**src/hdl/bpu_config.svh**
```systemverilog
`ifndef BPU_CONFIG_SVH
`define BPU_CONFIG_SVH

// datapath widths
`define BPU_XLEN          32
`define BPU_HIST_W        16

// table geometry
`define BPU_BIM_ENTRIES   512
`define BPU_TAGE_ENTRIES  256
`define BPU_TAG_W         10
`define BPU_PTAG_W        6     // upper tag bits compared on lookup
`define BPU_BTB_ENTRIES   256
`define BPU_BTB_TAG_W     22    // pc[31:10]

// rv32 control-flow opcodes
`define BPU_OP_BRANCH     7'b1100011
`define BPU_OP_JAL        7'b1101111
`define BPU_OP_JALR       7'b1100111

`endif
```
**src/hdl/bpu_pkg.sv**
```systemverilog
`include "bpu_config.svh"

package bpu_pkg;

    typedef logic [`BPU_XLEN-1:0]      addr_t;
    typedef logic [`BPU_HIST_W-1:0]    hist_t;
    typedef logic [1:0]                ctr_t;      // msb set means taken
    typedef logic [`BPU_TAG_W-1:0]     tage_tag_t;
    typedef logic [`BPU_BTB_TAG_W-1:0] btb_tag_t;

    typedef enum logic [1:0] {
        KIND_OTHER,
        KIND_BRANCH,
        KIND_JAL,
        KIND_JALR
    } inst_kind_e;

    typedef enum logic [1:0] {
        PROV_BIMODAL,
        PROV_T0,
        PROV_T1
    } provider_e;

    // same word seen as B-type or J-type
    typedef union packed {
        struct packed {
            logic       imm12;
            logic [5:0] imm10_5;
            logic [4:0] rs2;
            logic [4:0] rs1;
            logic [2:0] funct3;
            logic [3:0] imm4_1;
            logic       imm11;
            logic [6:0] opcode;
        } b_fmt;
        struct packed {
            logic       imm20;
            logic [9:0] imm10_1;
            logic       imm11;
            logic [7:0] imm19_12;
            logic [4:0] rd;
            logic [6:0] opcode;
        } j_fmt;
    } inst_u;

endpackage

```
**src/hdl/target_select.sv**
```systemverilog
`timescale 1ns/10ps

module target_select (
    input  bpu_pkg::addr_t      pc_i,
    input  bpu_pkg::inst_kind_e kind_i,
    input  logic                dir_taken_i,
    input  logic                btb_hit_i,
    input  bpu_pkg::addr_t      btb_target_i,
    input  bpu_pkg::addr_t      b_off_i,
    input  bpu_pkg::addr_t      j_off_i,
    output logic                branch_or_not_o,
    output logic                pdt_res_o,
    output bpu_pkg::addr_t      pdt_pc_o
);

    localparam bpu_pkg::addr_t INST_BYTES = 4;

    bpu_pkg::addr_t seq_pc;

    assign seq_pc = pc_i + INST_BYTES;

    always_comb begin
        branch_or_not_o = 1'b0;
        pdt_res_o       = 1'b0;
        pdt_pc_o        = seq_pc;   // fall through by default
        case (kind_i)
            bpu_pkg::KIND_JAL: begin
                branch_or_not_o = 1'b1;
                pdt_res_o       = 1'b1;
                pdt_pc_o        = btb_hit_i ? btb_target_i : pc_i + j_off_i;
            end
            bpu_pkg::KIND_JALR: begin
                // register target, nothing to compute here without the btb
                branch_or_not_o = 1'b1;
                pdt_res_o       = btb_hit_i;
                if (btb_hit_i) begin
                    pdt_pc_o = btb_target_i;
                end
            end
            bpu_pkg::KIND_BRANCH: begin
                branch_or_not_o = 1'b1;
                pdt_res_o       = dir_taken_i;
                if (dir_taken_i) begin
                    pdt_pc_o = btb_hit_i ? btb_target_i : pc_i + b_off_i;
                end
            end
            default: ;
        endcase
    end

endmodule

```
**config.mk**
```make
export PLATFORM = sky130hd
export DESIGN_NAME = target_select
export DESIGN_NICKNAME = d
export VERILOG_FILES = /design/src/hdl/bpu_pkg.sv /design/src/hdl/target_select.sv
export VERILOG_INCLUDE_DIRS = /design/src /design/src/hdl
export SDC_FILE = /design/constraint.sdc
export NUM_CORES = 1
export LEC_CHECK = 0
export ABC_CLOCK_PERIOD_IN_PS = 9050
export BUFFER_PORTS_ARGS = -buffer_cell sky130_fd_sc_hd__buf_2
export CAP_MARGIN = 30
export CORE_ASPECT_RATIO = 1.75
export CORE_MARGIN = 1.5
export CORE_UTILIZATION = 25
export DETAILED_ROUTE_END_ITERATION = 8
export SLEW_MARGIN = 20
export SYNTH_ARGS = -nofsm -noshare
export SYNTH_HDL_FRONTEND = slang
export SYNTH_SLANG_ARGS = --single-unit
```
**constraint.sdc**
```tcl
create_clock -name vclk -period 9.05
set_clock_uncertainty 0.2 [all_clocks]
set_input_delay 0.905 -clock vclk [all_inputs]
set_output_delay 0.905 -clock vclk [all_outputs]
set_load 0.05 [all_outputs]
```
* After elaboration in Yosys (flattened, before gate mapping)
Cells that the tools add are included. Widths: inputs -> output; s select.
Word-level totals: register bits 0, input port bits 132, logic and storage cells 14
Operators by class: add/sub/neg operators 3, equality and inequality tests 3, muxes and demuxes 7, reductions and logical operators 1
Operators by type and width (number):
- $mux 32 | 4
- $pmux 32 s3 | 1
- $add 32x32->32 | 2
- $add 32x3->32 const B | 1
- $eq 2x2->1 const B | 2
- $pmux 1 s3 | 1
- $reduce_or 3->1 | 1
- $eq 2x1->1 const B | 1
- $mux 1 | 1

* Longest topological paths before layout
depth in word-level cells 4, depth in mapped cells 12, mapped depth without buffers 12

* Worst setup path before layout
No wires, ideal clock.
kind input to output, from input port pc_i[0], to output port pdt_pc_o[14], data arrival time 3.951 ns, data required time 7.945 ns, path slack 3.994 ns, cell stages on the path 11, path buffers 0, path through ha_1 fa_1 a21oi_2 o22ai_1 a311o_1 o21ai_0 nand2b_1 a21oi_1 xnor2_1 a22oi_1 o21ai_0
On the way: word-level cells in the longest chain between the ends 4, elaborated cells on any way between the ends 8, classes of those cells 3 x add/sub; 5 x mux
RTL lines:
- from (decl) | RTL line target_select.sv:4 | input bpu_pkg::addr_t pc_i,
- $add 32x32->32 | RTL line target_select.sv:44 | pdt_pc_o = btb_hit_i ? btb_target_i : pc_i + b_off_i;
- $mux 32 | RTL line target_select.sv:44
- $mux 32 | RTL line target_select.sv:43 | if (dir_taken_i) begin
- $pmux 32 s3 (*) | RTL line target_select.sv:26 | case (kind_i)
- to (decl) | RTL line target_select.sv:13 | output bpu_pkg::addr_t pdt_pc_o
Every way passes the cells marked *; elsewhere a longest branch is shown, timed or not.

* Worst setup path in the final report
from input port pc_i[0], to output port pdt_pc_o[18]
Same word-level chain as after synthesis.

==> results.py <==
metrics = {
    "outcome": {
        "run_status": "finished clean",
    },
    "layout": {
        "most-common-layout-cells": "sky130_fd_sc_hd__buf_2 (166), sky130_fd_sc_hd__nand2_1 (93), sky130_fd_sc_hd__a21oi_1 (74)",
        "final-seq-area_um2": 0,
        "seq_cell_count": 0,
        "syn2layout_area_growth_pct": 20.0,
        "finish.utilization_pct": 30.5,
        "clkbuf_count": 0,
        "layout_commonest_cell": "sky130_fd_sc_hd__buf_2",
        "num_antenna_cells": 0,
        "post_layout_nonfiller_instances": 1147,
        "design.final.nets": 1101,
        "drive_above_1_share_pct": 21.0,
        "postLayoutCellArea_um2": 6020,
    },
    "power_and_ir_drop": {
        "seq_power_share_pct": 0,
        "power_per_cell_area_nw_per_um2": 81.8,
        "net_switching_power_uw": 325,
        "p_leak_uw": 0.00264,
        "power.share.clock_pct": 0,
        "swShare_pct": 66.0,
        "comb_power_share_pct": 100.0,
        "internal_power_uw": 167,
        "peakVddDrop_mv": 0.0355,
    },
    "synthesis": {
        "synth_cell_type_count": 73,
        "post_synth_inst_count": 761,
        "mappedNetlistArea_um2": 5020,
        "synth.yosys.seq_area_share_pct": 0,
        "syn_nets": 958,
        "syn-mean-instance-area_um2": 6.59,
        "synth.yosys.warnings": 0,
    },
    "global_routing": {
        "grt_overflow_total": 0,
        "number_of_global_route_vias_before_repair": 6635,
        "grt.total_usage_pct": 22.8,
        "grt_start_max_net_pins": 43,
        "wire_length_of_the_first_global_routing_pass_mm": 36.2,
        "number_of_antenna_violations_at_the_first_check_in_global_routing": 0,
    },
    "timing": {
        "slew_at_the_pin_closest_to_its_max_slew_limit_ns": 0.972,
        "post-route-min-period_ns": 5.27,
        "setup-violations-final": 0,
        "max-slew-margin-rel_pct": 35.0,
        "layout_worst_path_cycle_share_pct": 58.2,
        "final-hold-violation-count": 0,
        "timing_max_transition_violations_final": 0,
        "totalNegativeSetupSlack_ns": 0,
        "rsz0062_at_grt": "no",
        "clock.fmax_mhz": 190,
    },
    "floorplanning": {
        "design.die.area_um2": 21000,
        "die_h_um": 190,
        "initial_core_util_pct": 25.4,
        "die_width_um": 110,
        "fp-row-count": 68,
        "placeableCoreArea_um2": 19700,
        "io_pins": 166,
    },
    "setup_path": {
        "cp_buf_inv_count": 2,
        "critical_path.slowest_cell": "sky130_fd_sc_hd__a311o_1",
        "critPathRequiredTime_ns": 7.95,
        "cpLargestDelayFamily": "compound AO/OA/AOI/OAI gates",
        "cp_launch_point": "pc_i[0]",
        "timing.critical_path.fanout_max": 6,
        "launching_element_type_of_the_critical_path": "primary input",
        "timing.critical_path.cells": "buf_2, ha_1, fa_1, a21oi_2, o22ai_1, a311o_1, a41oi_1, o21ai_0, xnor2_1, nor2_1, a211oi_1, o22ai_1, buf_2",
        "timing.critical_path.arrival_ns": 4.16,
        "critical_path.max_stage_delay_ns": 0.54,
        "criticalPathCategory": "in -> out",
        "timing.critical_path.to_type": "primary output",
    },
    "min_path": {
        "hp-class": "in -> out",
        "min_delay_worst_endpoint": "pdt_pc_o[5]",
        "holdPathStages": 4,
        "worst_hold_startpoint": "btb_target_i[5]",
    },
    "placed_design": {
        "dpl_cell_area_um2": 6010,
        "dp_hpwl_mm": 20.7,
        "placed_cells": 1146,
        "place.gp.congestion": 0.988,
        "place.port_buffers": 166,
    },
    "routing": {
        "wl_mm": 24.8,
        "ant_nets": 0,
        "drt_drc_violations_left": 0,
        "wl_per_cell_um": 21.6,
        "post_drt_via_cell_ratio": 5.83,
        "via_count": 6687,
        "drt_first_iter_violations": 597,
        "drtPass1Iterations": 7,
    },
    "clock_network": {
        "cts_hold_buffers": 0,
        "cts.repair.resized": 0,
        "post-cts-setup-buffers": 0,
    },
    "run": {
        "maxCapViolCount": 0,
    },
}
==> metal layers <==
layer / track usage [%] / up-vias / wire length (um)
li1: - / 3162 / -
met1: 23.2 / 3077 / 8430
met2: 43.1 / 356 / 12900
met3: 1.81 / 92 / 1640
met4: 14.4 / 0 / 1860
met5: 0 / - / 0
==> logic make-up after synthesis <==
family | after synthesis | synth area share, %
simple gates | 256 | 24.3
buf+inv | 50 | 4.69
fa+ha+maj | 65 | 16.5
compound gates | 306 | 39.8
mux | 3 | 0.599
xor+xnor | 81 | 14.1
==> synth_stat cells (all sizes together), types with 11 or more instances <==
master  count  area share [%]
nand2      93             7.0
o21ai      79             8.0
a21oi      76             7.7
ha         63              16
nor2       60             4.5
xnor2      50             8.7
xor2       31             5.4
nand3      26             2.6
inv        23             1.7
a21o       22             3.3
clkbuf     21             2.0
o211ai     17             2.6
a31oi      14             2.0
nand4      14             1.7
o22ai      14             1.9
a22oi      13             1.9
nor3       11             1.1
==> power by group through the flow <==
stage | clock network (uW) | logic (uW) | registers [uW]
6_report | 0 | 492 | 0
5_1_grt | 0 | 522 | 0
4_1_cts | 0 | 483 | 0
3_5_place_dp | 0 | 481 | 0
3_3_place_gp | 0 | 481 | 0
2_1_floorplan | 0 | 333 | 0
==> stage by stage <==
stage	total power, uW	worst slack [ns]	hold slack (ns)
after floorplan	333	3.99	1.99
after global placement	481	3.87	2.06
after detailed placement	481	3.88	2.06
after CTS	483	3.87	2.06
after global routing	522	3.67	2.10
final	492	3.78	2.06
==> area by class of cell <==
| cell class | count | area, um2 |
|---|---|---|
| fill | 2280 | 13700 |
| multi-input combinational | 711 | 4780 |
| timing repair buffer | 168 | 843 |
| tap | 245 | 307 |
| inverter | 23 | 86.3 |
==> tightest hold or removal path: stages <==
cell	delay [ns]
sky130_fd_sc_hd__buf_2	0.10
sky130_fd_sc_hd__nor2_1	0.07
sky130_fd_sc_hd__o21ai_0	0.08
sky130_fd_sc_hd__buf_2	0.21
==> worst max-delay path by stage <==
stage	endpoint	slack [ns]	depth (start not counted)
final	pdt_pc_o[18]	3.78	13
after global routing	pdt_pc_o[28]	3.67	14
after CTS	pdt_pc_o[18]	3.87	13
after detailed placement	pdt_pc_o[18]	3.88	13
after global placement	pdt_pc_o[28]	3.87	14
after floorplan	pdt_pc_o[14]	3.99	11
Power figures use the tool's default switching activity.
